--- config.mk ---
export PLATFORM = sky130hd
export DESIGN_NAME = csr_unit_top
export DESIGN_NICKNAME = d
export VERILOG_FILES = /design/src/common/csr_pkg.sv /design/src/common/pwr_pkg.sv /design/src/common/csr_bus_if.sv /design/src/hw/csr/csr_access_ctrl.sv /design/src/hw/csr/csr_machine_regs.sv /design/src/hw/csr_unit_top.sv /design/src/hw/pmu/perf_counters.sv /design/src/hw/wfi_fsm.sv
export VERILOG_INCLUDE_DIRS = /design/src /design/src/common
export SDC_FILE = /design/constraint.sdc
export NUM_CORES = 1
export LEC_CHECK = 0
export BUFFER_PORTS_ARGS = -buffer_cell sky130_fd_sc_hd__buf_2
export CAP_MARGIN = 20
export CELL_PAD_IN_SITES_DETAIL_PLACEMENT = 1
export CELL_PAD_IN_SITES_GLOBAL_PLACEMENT = 2
export CORE_ASPECT_RATIO = 1.25
export CORE_UTILIZATION = 25
export CTS_CLUSTER_DIAMETER = 150
export CTS_CLUSTER_SIZE = 20
export DETAILED_ROUTE_END_ITERATION = 8
export PLACE_DENSITY = 0.56
export SYNTH_ARGS = -nofsm -noshare
export SYNTH_HDL_FRONTEND = slang
export SYNTH_SLANG_ARGS = --single-unit
--- constraint.sdc ---
create_clock -name clk_wfi -period 2.8 [get_ports clk_wfi]
set_input_delay 0.56 -clock clk_wfi [delete_from_list [all_inputs] [get_ports clk_wfi]]
set_output_delay 0.56 -clock clk_wfi [all_outputs]
set_load 0.01 [all_outputs]
--- src/common/csr_consts.svh ---
`ifndef CSR_CONSTS_SVH
`define CSR_CONSTS_SVH

// Data word width
`define CSR_XLEN 32

// Machine status and interrupt CSRs
`define CSR_ADDR_MSTATUS   12'h300
`define CSR_ADDR_MIE       12'h304
`define CSR_ADDR_MSCRATCH  12'h340
`define CSR_ADDR_MIP       12'h344

// Counters, low and high halves
`define CSR_ADDR_MCYCLE    12'hB00
`define CSR_ADDR_MINSTRET  12'hB02
`define CSR_ADDR_MCYCLEH   12'hB80
`define CSR_ADDR_MINSTRETH 12'hB82

// Bit positions in mie and mip
`define IRQ_BIT_MSI 3
`define IRQ_BIT_MTI 7
`define IRQ_BIT_MEI 11

// Global enable in mstatus
`define MSTATUS_BIT_MIE 3

`endif

--- src/common/csr_pkg.sv ---
`include "csr_consts.svh"

package csr_pkg;

    // One CSR data word
    typedef logic [`CSR_XLEN-1:0] xlen_t;

    // CSR address space is 12 bits wide
    typedef logic [11:0] csr_addr_t;

    // Access operation carried with each request
    typedef enum logic [1:0] {
        CSR_READ  = 2'd0,
        CSR_WRITE = 2'd1,
        CSR_SET   = 2'd2,
        CSR_CLEAR = 2'd3
    } csr_op_e;

endpackage

--- src/common/pwr_pkg.sv ---
package pwr_pkg;

    // Interrupt cause, equal to the mip bit position
    typedef logic [3:0] irq_cause_t;

    // Sleep control states
    typedef enum logic [1:0] {
        WFI_RUN   = 2'd0,
        WFI_SLEEP = 2'd1,
        WFI_WAKE  = 2'd2
    } wfi_state_e;

endpackage

--- src/common/csr_bus_if.sv ---
`timescale 1ns/10ps

interface csr_bus_if
    import csr_pkg::*;
();

    // Shared write port and address
    logic      wr_en;
    csr_addr_t addr;
    xlen_t     wdata;

    // Per-owner decode result and read data
    logic      regs_hit;
    xlen_t     regs_rdata;
    logic      pmu_hit;
    xlen_t     pmu_rdata;

    modport ctrl (
        output wr_en, addr, wdata,
        input  regs_hit, regs_rdata, pmu_hit, pmu_rdata
    );

    modport regs (input wr_en, addr, wdata, output regs_hit, regs_rdata);

    modport pmu (input wr_en, addr, wdata, output pmu_hit, pmu_rdata);

endinterface

--- src/hw/csr/csr_access_ctrl.sv ---
`timescale 1ns/10ps

module csr_access_ctrl
    import csr_pkg::*;
(
    input  logic      clk_wfi,
    input  logic      rstn_sync,
    input  logic      csr_req_valid_i,
    output logic      csr_req_ready_o,
    input  csr_op_e   csr_op_i,
    input  csr_addr_t csr_addr_i,
    input  xlen_t     csr_wdata_i,
    output logic      csr_rsp_valid_o,
    output xlen_t     csr_rsp_rdata_o,
    output logic      csr_rsp_err_o,
    input  logic      run_i,
    csr_bus_if.ctrl   bus
);

logic  accept;
logic  hit;
xlen_t old_val;
xlen_t new_val;

// No request is taken while asleep
assign csr_req_ready_o = run_i;
assign accept          = csr_req_valid_i & run_i;

// Owners decode the address themselves
assign bus.addr = csr_addr_i;
assign hit      = bus.regs_hit | bus.pmu_hit;

always_comb begin
    if (bus.regs_hit) begin
        old_val = bus.regs_rdata;
    end else if (bus.pmu_hit) begin
        old_val = bus.pmu_rdata;
    end else begin
        old_val = '0;
    end
end

// Read-modify-write value
always_comb begin
    case (csr_op_i)
        CSR_WRITE: new_val = csr_wdata_i;
        CSR_SET:   new_val = old_val | csr_wdata_i;
        CSR_CLEAR: new_val = old_val & ~csr_wdata_i;
        default:   new_val = old_val;
    endcase
end

assign bus.wdata = new_val;
assign bus.wr_en = accept & hit & (csr_op_i != CSR_READ);

always_ff @(posedge clk_wfi or negedge rstn_sync) begin
    if (~rstn_sync) begin
        csr_rsp_valid_o <= 1'b0;
    end else begin
        csr_rsp_valid_o <= accept;
    end
end

// Old value and error flag of the accepted request
always_ff @(posedge clk_wfi or negedge rstn_sync) begin
    if (~rstn_sync) begin
        csr_rsp_rdata_o <= '0;
        csr_rsp_err_o   <= 1'b0;
    end else if (accept) begin
        csr_rsp_rdata_o <= old_val;
        csr_rsp_err_o   <= ~hit;
    end
end

endmodule

--- src/hw/csr/csr_machine_regs.sv ---
`timescale 1ns/10ps
`include "csr_consts.svh"

module csr_machine_regs
    import csr_pkg::*;
    import pwr_pkg::*;
(
    input  logic       clk_wfi,
    input  logic       rstn_sync,
    input  logic       msip_i,
    input  logic       mtip_i,
    input  logic       meip_i,
    output logic       wake_o,
    output logic       irq_o,
    output irq_cause_t irq_cause_o,
    csr_bus_if.regs    bus
);

localparam xlen_t MIE_MASK = xlen_t'((1 << `IRQ_BIT_MSI) | (1 << `IRQ_BIT_MTI) |
                                     (1 << `IRQ_BIT_MEI));

logic  mstatus_mie;
xlen_t mie_q;
xlen_t mip_q;
xlen_t mscratch_q;
xlen_t mstatus_rd;
xlen_t mip_in;
xlen_t irq_active;

always_comb begin
    mstatus_rd                   = '0;
    mstatus_rd[`MSTATUS_BIT_MIE] = mstatus_mie;
    mip_in                       = '0;
    mip_in[`IRQ_BIT_MSI]         = msip_i;
    mip_in[`IRQ_BIT_MTI]         = mtip_i;
    mip_in[`IRQ_BIT_MEI]         = meip_i;
end

always_comb begin
    bus.regs_hit   = 1'b1;
    bus.regs_rdata = '0;
    case (bus.addr)
        `CSR_ADDR_MSTATUS:  bus.regs_rdata = mstatus_rd;
        `CSR_ADDR_MIE:      bus.regs_rdata = mie_q;
        `CSR_ADDR_MSCRATCH: bus.regs_rdata = mscratch_q;
        `CSR_ADDR_MIP:      bus.regs_rdata = mip_q;
        default:            bus.regs_hit   = 1'b0;
    endcase
end

// mip is sampled every cycle, so writes to it fall through
always_ff @(posedge clk_wfi or negedge rstn_sync) begin
    if (~rstn_sync) begin
        mstatus_mie <= 1'b0;
        mie_q       <= '0;
        mscratch_q  <= '0;
        mip_q       <= '0;
    end else begin
        mip_q <= mip_in;
        if (bus.wr_en) begin
            case (bus.addr)
                `CSR_ADDR_MSTATUS:  mstatus_mie <= bus.wdata[`MSTATUS_BIT_MIE];
                `CSR_ADDR_MIE:      mie_q       <= bus.wdata & MIE_MASK;
                `CSR_ADDR_MSCRATCH: mscratch_q  <= bus.wdata;
                default:            ;
            endcase
        end
    end
end

// Wake ignores the global enable
assign irq_active = mip_q & mie_q;
assign wake_o     = |irq_active;
assign irq_o      = mstatus_mie & wake_o;

// External first, then software, then timer
always_comb begin
    if (irq_active[`IRQ_BIT_MEI]) begin
        irq_cause_o = irq_cause_t'(`IRQ_BIT_MEI);
    end else if (irq_active[`IRQ_BIT_MSI]) begin
        irq_cause_o = irq_cause_t'(`IRQ_BIT_MSI);
    end else if (irq_active[`IRQ_BIT_MTI]) begin
        irq_cause_o = irq_cause_t'(`IRQ_BIT_MTI);
    end else begin
        irq_cause_o = '0;
    end
end

endmodule

--- src/hw/csr_unit_top.sv ---
`timescale 1ns/10ps

module csr_unit_top
    import csr_pkg::*;
    import pwr_pkg::*;
(
    input  logic       clk_wfi,
    input  logic       rstn_sync,
    input  logic       csr_req_valid_i,
    output logic       csr_req_ready_o,
    input  csr_op_e    csr_op_i,
    input  csr_addr_t  csr_addr_i,
    input  xlen_t      csr_wdata_i,
    output logic       csr_rsp_valid_o,
    output xlen_t      csr_rsp_rdata_o,
    output logic       csr_rsp_err_o,
    input  logic       retire_i,
    input  logic       wfi_i,
    input  logic       msip_i,
    input  logic       mtip_i,
    input  logic       meip_i,
    output logic       sleep_o,
    output logic       irq_o,
    output irq_cause_t irq_cause_o
);

logic run;
logic wake;

csr_bus_if u_bus ();

csr_access_ctrl u_ctrl (
    .clk_wfi         ( clk_wfi         ),
    .rstn_sync       ( rstn_sync       ),
    .csr_req_valid_i ( csr_req_valid_i ),
    .csr_req_ready_o ( csr_req_ready_o ),
    .csr_op_i        ( csr_op_i        ),
    .csr_addr_i      ( csr_addr_i      ),
    .csr_wdata_i     ( csr_wdata_i     ),
    .csr_rsp_valid_o ( csr_rsp_valid_o ),
    .csr_rsp_rdata_o ( csr_rsp_rdata_o ),
    .csr_rsp_err_o   ( csr_rsp_err_o   ),
    .run_i           ( run             ),
    .bus             ( u_bus.ctrl      )
);

csr_machine_regs u_regs (
    .clk_wfi     ( clk_wfi     ),
    .rstn_sync   ( rstn_sync   ),
    .msip_i      ( msip_i      ),
    .mtip_i      ( mtip_i      ),
    .meip_i      ( meip_i      ),
    .wake_o      ( wake        ),
    .irq_o       ( irq_o       ),
    .irq_cause_o ( irq_cause_o ),
    .bus         ( u_bus.regs  )
);

perf_counters u_pmu (
    .clk_wfi   ( clk_wfi   ),
    .rstn_sync ( rstn_sync ),
    .run_i     ( run       ),
    .retire_i  ( retire_i  ),
    .bus       ( u_bus.pmu )
);

wfi_fsm u_wfi (
    .clk_wfi   ( clk_wfi   ),
    .rstn_sync ( rstn_sync ),
    .wfi_i     ( wfi_i     ),
    .wake_i    ( wake      ),
    .run_o     ( run       ),
    .sleep_o   ( sleep_o   )
);

endmodule

--- src/hw/pmu/perf_counters.sv ---
`timescale 1ns/10ps
`include "csr_consts.svh"

module perf_counters
    import csr_pkg::*;
(
    input  logic   clk_wfi,
    input  logic   rstn_sync,
    input  logic   run_i,
    input  logic   retire_i,
    csr_bus_if.pmu bus
);

logic [2*`CSR_XLEN-1:0] mcycle_q;
logic [2*`CSR_XLEN-1:0] minstret_q;

// A write to either half wins over the increment
function automatic logic [2*`CSR_XLEN-1:0] next_count(
    input logic [2*`CSR_XLEN-1:0] cnt,
    input logic                   lo_wr,
    input logic                   hi_wr,
    input xlen_t                  wdata,
    input logic                   inc
);
    logic [2*`CSR_XLEN-1:0] nxt;
    nxt = cnt;
    if (lo_wr) begin
        nxt[`CSR_XLEN-1:0] = wdata;
    end else if (hi_wr) begin
        nxt[2*`CSR_XLEN-1:`CSR_XLEN] = wdata;
    end else if (inc) begin
        nxt = cnt + 1'b1;
    end
    return nxt;
endfunction

always_comb begin
    bus.pmu_hit   = 1'b1;
    bus.pmu_rdata = '0;
    case (bus.addr)
        `CSR_ADDR_MCYCLE:    bus.pmu_rdata = mcycle_q[`CSR_XLEN-1:0];
        `CSR_ADDR_MCYCLEH:   bus.pmu_rdata = mcycle_q[2*`CSR_XLEN-1:`CSR_XLEN];
        `CSR_ADDR_MINSTRET:  bus.pmu_rdata = minstret_q[`CSR_XLEN-1:0];
        `CSR_ADDR_MINSTRETH: bus.pmu_rdata = minstret_q[2*`CSR_XLEN-1:`CSR_XLEN];
        default:             bus.pmu_hit   = 1'b0;
    endcase
end

always_ff @(posedge clk_wfi or negedge rstn_sync) begin
    if (~rstn_sync) begin
        mcycle_q   <= '0;
        minstret_q <= '0;
    end else begin
        mcycle_q   <= next_count(mcycle_q,
                                 bus.wr_en && bus.addr == `CSR_ADDR_MCYCLE,
                                 bus.wr_en && bus.addr == `CSR_ADDR_MCYCLEH,
                                 bus.wdata, run_i);
        minstret_q <= next_count(minstret_q,
                                 bus.wr_en && bus.addr == `CSR_ADDR_MINSTRET,
                                 bus.wr_en && bus.addr == `CSR_ADDR_MINSTRETH,
                                 bus.wdata, retire_i);
    end
end

endmodule

--- src/hw/wfi_fsm.sv ---
`timescale 1ns/10ps

module wfi_fsm
    import pwr_pkg::*;
(
    input  logic clk_wfi,
    input  logic rstn_sync,
    input  logic wfi_i,
    input  logic wake_i,
    output logic run_o,
    output logic sleep_o
);

wfi_state_e state_q;
wfi_state_e state_d;

always_comb begin
    state_d = state_q;
    case (state_q)
        WFI_RUN: begin
            if (wfi_i) begin
                state_d = WFI_SLEEP;
            end
        end
        WFI_SLEEP: begin
            // Any enabled pending line, global enable or not
            if (wake_i) begin
                state_d = WFI_WAKE;
            end
        end
        WFI_WAKE: begin
            state_d = WFI_RUN;
        end
        default: begin
            state_d = WFI_RUN;
        end
    endcase
end

always_ff @(posedge clk_wfi or negedge rstn_sync) begin
    if (~rstn_sync) begin
        state_q <= WFI_RUN;
    end else begin
        state_q <= state_d;
    end
end

// Stands in for the gated clock
assign run_o   = (state_q == WFI_RUN);
assign sleep_o = (state_q == WFI_SLEEP) | (state_q == WFI_WAKE);

endmodule

---- After elaboration in Yosys (flattened, before gate mapping) ----
Index checks and enable logic that the tools add are counted.
operators by class
  add/subtract/negate cells ............... 2
  equality and inequality tests ........... 17
  muxes and demuxes ....................... 21
  bitwise logic cells ..................... 13
  reduce and logical (&&, ||, !) cells .... 21
operators with widths
  operator                                                count
  two-way mux 32 bit                                      8
  case mux 32 bit (4 select lines)                        2
  adder 64 x 1 -> 64 bit (second input constant)          2
  two-way mux 64 bit                                      2
  case mux 32 bit (3 select lines)                        1
  equality test 12 x 10 -> 1 bit (second input constant)  4
  equality test 12 bit (second input constant)            4
  AND 32 bit                                              1
  inverter 32 bit                                         1
  OR 32 bit                                               1
  OR reduction 32 bit                                     1
  AND reduction 2 bit                                     8
  AND 12 bit                                              1
  nonzero test 2 bit                                      5
  two-way mux 4 bit                                       2
  OR reduction 4 bit                                      2
  equality test 2 bit (second input constant)             3
  AND 1 bit                                               4
  equality test 2 x 1 -> 1 bit (second input constant)    2
  logical AND 1 bit                                       4
  two-way mux 2 bit                                       2
  inequality test 2 x 1 -> 1 bit (second input constant)  2
  inequality test 2 bit (second input constant)           2
  case mux 2 bit (2 select lines)                         1
  5 further kinds                                         9
word-level totals
  flip-flop bits (word level) ............. 203
  input port bits ......................... 54
  output and inout port bits .............. 41
  word-level logic and storage cells ...... 86

---- Logic depth before layout (Yosys ltp) ----
Gate-level depths: netlist of run 1.
  depth after elaboration ................. 9
  gate-level depth with buffers ........... 12
  gate-level depth less buffers ........... 8

---- Hierarchy ----
A second synthesis of run 1 with hierarchy kept.
second synthesis, totals
  cell total of the unflattened synthesis .. 1459
  area, all modules ....................... 12928.6 um^2
modules (own cells, without submodules)
  module            instances  cells an instance  area an instance (um^2)  seq. area each (um^2)
  perf_counters     1          1025               8400.6                   3203.1
  csr_access_ctrl   1          282                2381.0                   850.8
  csr_machine_regs  1          139                1998.2                   975.9
  wfi_fsm           1          13                 148.9                    50.0

---- Worst setup path before layout of run 1 ----
OpenSTA, ideal clock, no wires.
  kind .................................... input port to flip-flop
  from .................................... input port csr_addr_i[7]
  to ...................................... register u_pmu.minstret_q[1]
  setup time .............................. 0.142 ns
  arrival time ............................ 2.490 ns
  required time ........................... 2.658 ns
  slack ................................... 0.167 ns
  stages .................................. 11
  path buffers ............................ 5
  path through ............................ clkbuf_1 -> or4_1 -> buf_2 -> nor3_2 -> buf_2 -> o21a_1 -> buf_4 -> nor2_2 -> buf_2 -> a22oi_1 -> o21ai_1
between the ends
  word-level cells in the longest chain between the ends .. 9
  elaborated cells between the ends (all ways) .. 28
  classes of those cells .................. eq/ne: 9; mux: 8; bitwise: 5; reduce/logical: 6
RTL lines
  element                                                                         line                                         source
  start, declared                                                                 csr_unit_top.sv:12                           input csr_addr_t csr_addr_i,
  equality test 12 x 10 -> 1 bit or equality test 12 bit (tied branches)          csr_machine_regs.sv:42, perf_counters.sv:40
  OR reduction 4 bit (no line)                                                    --
  two-way mux 1 bit (on tied branches)                                            csr_machine_regs.sv:42, perf_counters.sv:40
  OR 1 bit                                                                        csr_access_ctrl.sv:31                        assign hit = bus.regs_hit | bus.pmu_hit;
  AND 1 bit (2 in series)                                                         csr_access_ctrl.sv:54                        assign bus.wr_en = accept & hit & (csr_op_i != CSR_READ);
  logical AND 1 bit (no line)                                                     --
  inequality test 2 x 1 -> 1 bit (no line) or nonzero test 2 bit (tied branches)  --
  AND reduction 2 bit (no line)                                                   --
  end signal, assigned                                                            perf_counters.sv:58                          minstret_q <= next_count(minstret_q,
  end, declared                                                                   perf_counters.sv:15                          logic [2*`CSR_XLEN-1:0] minstret_q;
Parallel ways exist; a longest one is shown, timed or not.
A chain may end at the register's enable or synchronous reset.

---- Final worst setup path of run 1 ----
  from .................................... register u_pmu.minstret_q[33]
  to ...................................... register u_pmu.minstret_q[59]
between the ends
  word-level cells in the longest chain between the ends .. 3
RTL lines
  element                 line                 source
  adder 64 x 1 -> 64 bit  perf_counters.sv:32  nxt = cnt + 1'b1;
  two-way mux 64 bit      perf_counters.sv:31  end else if (inc) begin
  two-way mux 32 bit      perf_counters.sv:29  end else if (hi_wr) begin
No other way between the ends. The select of a mux whose other input is x is not followed.

==> key figures, run 1 <==
Synth
  – Seq/Total Area, Yosys: 37.20%
  – Largest area contributor in the netlist: dfrtp_1
  – Synth warn: 0
  – Post-Syn Instances: about 1.6k
  – Yosys top cell area share: a little under two fifths
  – Post-synth EDFFs: 0
  – Synth cell types: 91
  – Synth async-reset ratio: 100.0%
  – Top cells by count, synth: nand2_1, dfrtp_1, o21ai_1
  – Syn_nets: 1674
  – Mapped Area: about 14000 um2
  – Primary FF master, synth: dfrtp_1
  – Synth area leaders: dfrtp_1, nand2_1, o21ai_1, o211ai_1, nand3_1
  – #FFs+latches synth: 203
  – Count leader, synth: nand2_1
  – Post-Syn Area per Cell: between 8 and 9 um2

Power and ir drop
  – PD cells: 441.4 nW/um2
  – Overall Power: between 8 and 9 mW
  – Leak pwr: 7.621 nW
  – Maximum VDD drop: 346.5 uV

Setup path
  – Critical Path RT: 3.20 ns
  – Critical R2R Capture: u_pmu.minstret_q[59]$_DFFE_PN0P_
  – Critical path arrival: ~3.2 ns
  – Worst path max stage delay: 0.65 ns
  – Crit Path Category: reg -> reg
  – Slowest CP cell: or4_1
  – CP max FO: 5
  – Reg-to-reg setup timing slack: between 0.04 and 0.05 ns
  – Crit-path cells: nand4_2 > or4_1 > buf_4 > nor3_1 > a31oi_1 > o21ai_0 > o211ai_1
  – CP Capture Type: flip-flop
  – Worst r2r src: u_pmu.minstret_q[33]$_DFFE_PN0P_
  – Worst R2R Path Depth: 7
  – CP Launch Type: flip-flop

GRT
  – Gr ovfl total: 0
  – Total Routing Usage GR: 31.12%
  – Number of global-route vias before repair: about 16k
  – Pin count of the biggest net entering global routing: 60
  – Antenna violations before repair: 2
  – First-pass GRT wire length: 123.0 mm

Clocking
  – Clock Pin Slew Worst Setup and Hold Paths: about 0.10 ns
  – Clock Latency Late Sink: 0.54 ns
  – H-tree Lvls: 1
  – Root buf cell: clkbuf_16
  – CTS buffer count: 14
  – Clk buf depth: 3
  – CTS tree: done
  – CTS sink cnt: between 200 and 250

Layout
  – Synth-to-Final Area Change: 34.66%
  – Layout fillers: around 6.4k
  – Share of cells above drive strength 1: 27.64%
  – Final nets: ~2.0k

Die
  – Row count: 95
  – Initial Util: 25.36%
  – Core box area: 53850 um2
  – Die W: 211.1 um
  – IO Pins: 95
  – Die height: between 200 and 300 um
  – Die area: 55570 um2

Timing
  – Max_slew headroom: 31.88%
  – Final cycle utilization of the critical path: 98.54%
  – Fmax: 362.4 MHz
  – Final setup vio count: 0
  – Clk_skew: 0.03842 ns
  – Fin crit period: 2.759 ns
  – Max Slew Vio Count: 0
  – Minimum hold slack: 0.1572 ns
  – Worst-margin pin slew: 1.022 ns
  – Endpoints failing hold: 0

Route
  – DRT Wirelength: 86.86 mm
  – Vias per cell: just under 6
  – DR DRC count: 0
  – 1st-iter DRT viols: 1617
  – Via count: ~16k
  – Pre-antenna DRT Iters: 6
  – Per-cell routed wire length: ~32 um
  – Final antenna-violating net count: 0

Placement
  – GPL Wtd Cong: between 0.9 and 1
  – HPWL Detailed: approximately 70 mm
  – Port bufs: 94

Hold path
  – Hold Path Stages: 1
  – Hold worst-path end: u_regs.mip_q[11]$_DFF_PN0_
  – Hold Path Class: in -> reg
  – Min-delay src: meip_i

Job
  – Max-Cap Viols: 0

Run status
  – Status: finished, final reports clean
==> metrics by stage <==
| step | setup slack [ns] | cells | TNS, ns | util, % | area, um2 |
|---|---|---|---|---|---|
| after global placement | -0.5377 | 2694 | -19.01 | 33.31 | 17940 |
| after detailed placement | -0.5373 | 2694 | -22.74 | 33.31 | 17940 |
| after CTS | 0.004263 | 2711 | 0 | 34.07 | 18350 |
| after floorplan | 0.1674 | 1616 | 0 | - | 13660 |
| final | 0.04079 | 2714 | 0 | 34.15 | 18390 |
| after global routing | -0.002591 | 2713 | -0.002591 | 34.15 | 18390 |
==> what timing repair did <==
action | in CTS | in global routing
setup buffers | 0 | 2
gates resized for setup | 1 | 5
hold endpoints to repair | 1 | 0
endpoints found under the setup margin | 1 | 14
hold buffers | 1 | 0
pin swaps | 0 | 1
==> kinds of logic (layout without fill, tap and decap cells) <==
kind of cell	count (synthesis)	in the layout	synth area share [%]
simple gates	685	685	26.80
other cells	0	1	0
fa+ha+maj	4	4	0.3665
mux	36	36	2.886
flops	203	203	37.20
buf+inv	147	517	4.544
xor+xnor	27	27	1.732
compound gates	514	514	26.48
==> layer usage <==
layer	GRT usage [%]	vias to the layer above	share of wire (%)
met5	0	-	0.010
met4	17.35	2	6.3
met3	3.233	160	5.0
met2	50.31	574	47
met1	40.33	8283	42
li1	-	6970	-
==> worst max path at each step <==
stage                                     start                                to  slack, ns  cells after the start
2_1_floorplan                     csr_addr_i[7]   u_pmu.minstret_q[1]$_DFFE_PN0P_       0.17                     11
3_3_place_gp                     csr_addr_i[10]   u_pmu.minstret_q[5]$_DFFE_PN0P_      -0.54                     10
3_5_place_dp                     csr_addr_i[10]  u_pmu.minstret_q[37]$_DFFE_PN0P_      -0.54                     10
4_1_cts                          csr_addr_i[10]   u_pmu.minstret_q[5]$_DFFE_PN0P_      0.004                     10
5_1_grt        u_pmu.minstret_q[14]$_DFFE_PN0P_  u_pmu.minstret_q[61]$_DFFE_PN0P_     -0.003                      8
6_report       u_pmu.minstret_q[33]$_DFFE_PN0P_  u_pmu.minstret_q[59]$_DFFE_PN0P_       0.04                      7
==> registers in the layout (all words and copies together) (netlist names) <==
signal / flops
u_pmu.mcycle_q: 64
u_wfi.state_q: 2
u_ctrl.csr_rsp_valid_o: 1
u_ctrl.csr_rsp_err_o: 1
u_regs.mstatus_mie: 1
u_regs.mie_q: 3
u_pmu.minstret_q: 64
u_regs.mip_q: 3
u_regs.mscratch_q: 32
u_ctrl.csr_rsp_rdata_o: 32
==> cell type report <==
class	instances	area (um2)	share of cell area, %
antenna	1	2.502	0.01361
clock buffer	15	375.4	2.041
clock inverter	1	20.02	0.1089
inverter	24	90.09	0.4899
multi-input combinational	1266	8003	43.52
sequential	203	5081	27.63
tap	727	909.6	4.946
timing repair buffer	477	3909	21.25
==> report_power, final <==
group          switching, mW  internal [mW]
registers              0.207           3.15
clock network           1.26          0.983
logic                   1.63          0.877
==> layout by cell type (no fill, tap or decap), drive strengths merged, types with 21 or more instances in the layout <==
cell,n
buf,476
nand2,224
dfrtp,203
o21ai,140
nor2,79
nand3,77
o211ai,72
a21oi,56
nand4,53
nor4,41
nor3,38
and3,36
a31oi,32
or3,27
xnor2,26
o221ai,24
inv,23
and2,23
or4,22
and4,21
a22oi,21
==> worst max-delay path, delay by kind of cell (launching register included) <==
kind,cells,cell delay (ns)
AOI/OAI and AO/OA,3,0.67
and+or+nand+nor,3,1.28
buffers and inverters,1,0.17
DFF,1,0.52
Note: power is estimated with default switching activity, not from simulation.
==> run 2: changes to the inputs <==
==> constraint.sdc (replaced) <==
create_clock -name clk_wfi -period 2.8 [get_ports clk_wfi]
set_input_delay 0.56 -clock clk_wfi [delete_from_list [all_inputs] [get_ports clk_wfi]]
set_output_delay 0.56 -clock clk_wfi [all_outputs]
set_load 0.05 [all_outputs]
==> key figures, run 2 (synthesis results as in run 1) <==
Die
  – Die W: 211.1 um (unchanged)
  – Die area: 55570 um2 (unchanged)
  – Row count: 95 (unchanged)
  – Die height: 263.3 um (unchanged)
  – IO Pins: 95 (unchanged)
  – Initial Util: 25.36% (unchanged)
  – Core box area: 53850 um2 (unchanged)

Setup path
  – Crit Path Category: reg -> reg
  – Slowest CP cell: or4_1
  – CP Capture Type: flip-flop
  – Crit-path cells: and3_1 > nand4_1 > or4_1 > buf_4 > nor4_2 > mux2i_1 > o21ai_1
  – CP Launch Type: flip-flop
  – CP max FO: 4 (-1)
  – Critical path arrival: 3.07 ns (-0.08 ns)
  – Worst path max stage delay: 0.60 ns (-0.05 ns)
  – Critical Path RT: 3.18 ns (-0.02 ns)

Route
  – Pre-antenna DRT Iters: 5 (-1)
  – Final antenna-violating net count: 0 (unchanged)
  – DRT Wirelength: 87.19 mm (+0.38%)
  – 1st-iter DRT viols: 1380 (-15%)
  – Vias per cell: 5.901 (+0.17%)
  – Per-cell routed wire length: 32.00 um (about the same)
  – DR DRC count: 0 (unchanged)
  – Via count: 16.08k (+0.58%)

Timing
  – Max_slew headroom: 40.91% (+9.0 points)
  – Sum Neg Setup Slack: 0 ns (unchanged)
  – Worst-margin pin slew: 0.8864 ns (-0.1354 ns)
  – Final cycle utilization of the critical path: 96.40% (-2.1 points)
  – Fin crit period: 2.699 ns (-0.05997 ns)
  – RSZ-0062 raised after global routing: false
  – Final WS setup: 0.1008 ns (+0.05997 ns)
  – Max Slew Vio Count: 0 (unchanged)
  – Clk_skew: 0.03422 ns (-0.004194 ns)
  – Fmax: 370.5 MHz (+2.2%)
  – Final setup vio count: 0 (unchanged)
  – Minimum hold slack: -0.0007363 ns (-0.1580 ns)
  – Endpoints failing hold: 1 (+1)

Layout
  – Largest registers: u_pmu.mcycle_q (64), u_pmu.minstret_q (64)
  – Final Util: 34.42% (+0.27 points)
  – Most common cell after layout, fill and taps aside: buf_4
  – Non-Filler Instances: 2725 (+0.41%)
  – Layout fillers: 6317 (-0.71%)
  – Synth-to-Final Area Change: 35.72%
  – Most frequent cells in the layout: buf_4, nand2_1, dfrtp_1
  – Final nets: 2054 (+0.49%)
  – Share of cells above drive strength 1: 28.09% (+0.45 points)

GRT
  – M3 GR Usage: 3.710% (+0.48 points)
  – Gr ovfl total: 0 (unchanged)
  – First-pass GRT wire length: 124.9 mm (+1.6%)
  – Most Crowded Layer GR: met2
  – Met1 track demand over resource: 40.09% (-0.25 points)
  – Total Routing Usage GR: 31.44% (+0.32 points)
  – Pin count of the biggest net entering global routing: 65 (+8.3%)
  – Number of global-route vias before repair: 16.59k (+2.5%)
  – Antenna violations before repair: 1 (-1)
  – M2 GR Usage: 50.92% (+0.60 points)

Power and ir drop
  – Maximum VDD drop: 310.3 uV (-10%)
  – PD cells: 464.6 nW/um2 (+5.3%)
  – Leak pwr: 7.708 nW (+1.1%)

Clocking
  – Hold_buf cts: 0 (-1)
  – Root buf cell: clkbuf_16
  – CTS tree: done
  – Clk buf depth: 3 (unchanged)
  – CTS buffer count: 14 (unchanged)
  – CTS sink cnt: 203 (unchanged)
  – H-tree Lvls: 1 (unchanged)
  – Clock Latency Late Sink: 0.53 ns (about the same)
  – Clock Pin Slew Worst Setup and Hold Paths: 0.10 ns (about the same)

Hold path
  – Hold Path Class: in -> async

Placement
  – Pre-CTS setup slack: -0.2923 ns (+0.2450 ns)
  – HPWL Detailed: 68.41 mm (-0.31%)
  – Dpl cells: 2706 (+0.45%)
  – GPL Wtd Cong: 0.9584 (-1.1%)
  – Port bufs: 94 (unchanged)

Run status
  – Status: finished with violations
  – Failing checks: negative hold slack

Job
  – Max-Cap Viols: 0 (unchanged)
run 2: cell count changes in the layout (fill, tap and decap cells not counted), sizes merged:
cell,delta
inv,-1
clkinv,+2
buf,+11
dlygate4sd3,-1
run 2: report_power, final:
group	internal, mW	switching, mW
registers	3.15	0.217
clock network	0.981	1.28
logic	0.906	2.08
total	5.04	3.57
run 2: worst max-delay path: cells and delay by family, from the launching register on:
| family | cells | cell delay, ns |
|---|---|---|
| AO/OA/AOI/OAI | 1 | 0.13 |
| buffers and inverters | 1 | 0.20 |
| flip-flops | 1 | 0.41 |
| multiplexers | 1 | 0.42 |
| AND/OR/NAND/NOR | 4 | 1.38 |
run 2: per-layer routing:
layer | vias to the layer above | wire (um)
li1 | 7000 | -
met1 | 8355 | 36020
met2 | 565 | 40760
met3 | 159 | 4734
met4 | 2 | 5657
met5 | - | 13
run 2: layout make-up:
class | count | area, um2 | area share, %
clock buffer | 15 | 375.4 | 2.025
tap | 727 | 909.6 | 4.908
timing repair buffer | 487 | 4056 | 21.88
multi-input combinational | 1266 | 7996 | 43.14
clock inverter | 2 | 25.02 | 0.1350
antenna | 1 | 2.502 | 0.01350
inverter | 24 | 90.09 | 0.4860
sequential | 203 | 5080 | 27.41
run 2: worst paths after layout:
check	startpoint	to	slack (ns)	cells after the start
worst max register to register	u_pmu.minstret_q[14]$_DFFE_PN0P_	u_pmu.minstret_q[61]$_DFFE_PN0P_	0.10	7
min in group clk_wfi	msip_i	u_regs.mip_q[3]$_DFF_PN0_	0.17	1
worst max-delay path	u_pmu.minstret_q[14]$_DFFE_PN0P_	u_pmu.minstret_q[61]$_DFFE_PN0P_	0.10	7
worst min register to register	u_ctrl.csr_rsp_rdata_o[22]$_DFFE_PN0P_	u_ctrl.csr_rsp_rdata_o[22]$_DFFE_PN0P_	0.48	1
max in group asynchronous	rstn_sync	u_regs.mscratch_q[7]$_DFFE_PN0P_	1.96	2
worst min-delay path	rstn_sync	u_pmu.minstret_q[21]$_DFFE_PN0P_	-0.0007	1
run 2: what timing repair did:
| item | CTS | global route |
|---|---|---|
| resized for setup | 1 | 2 |
| setup buffers | 0 | 1 |
| pin swaps | 0 | 1 |
| endpoints found under the setup margin | 1 | 7 |
run 2: stage by stage:
stage	instance area, um2	power [mW]
2_1_floorplan	13660	4.784
6_report	18540	8.612
3_3_place_gp	18110	6.369
4_1_cts	18520	8.642
3_5_place_dp	18110	6.390
5_1_grt	18530	8.898
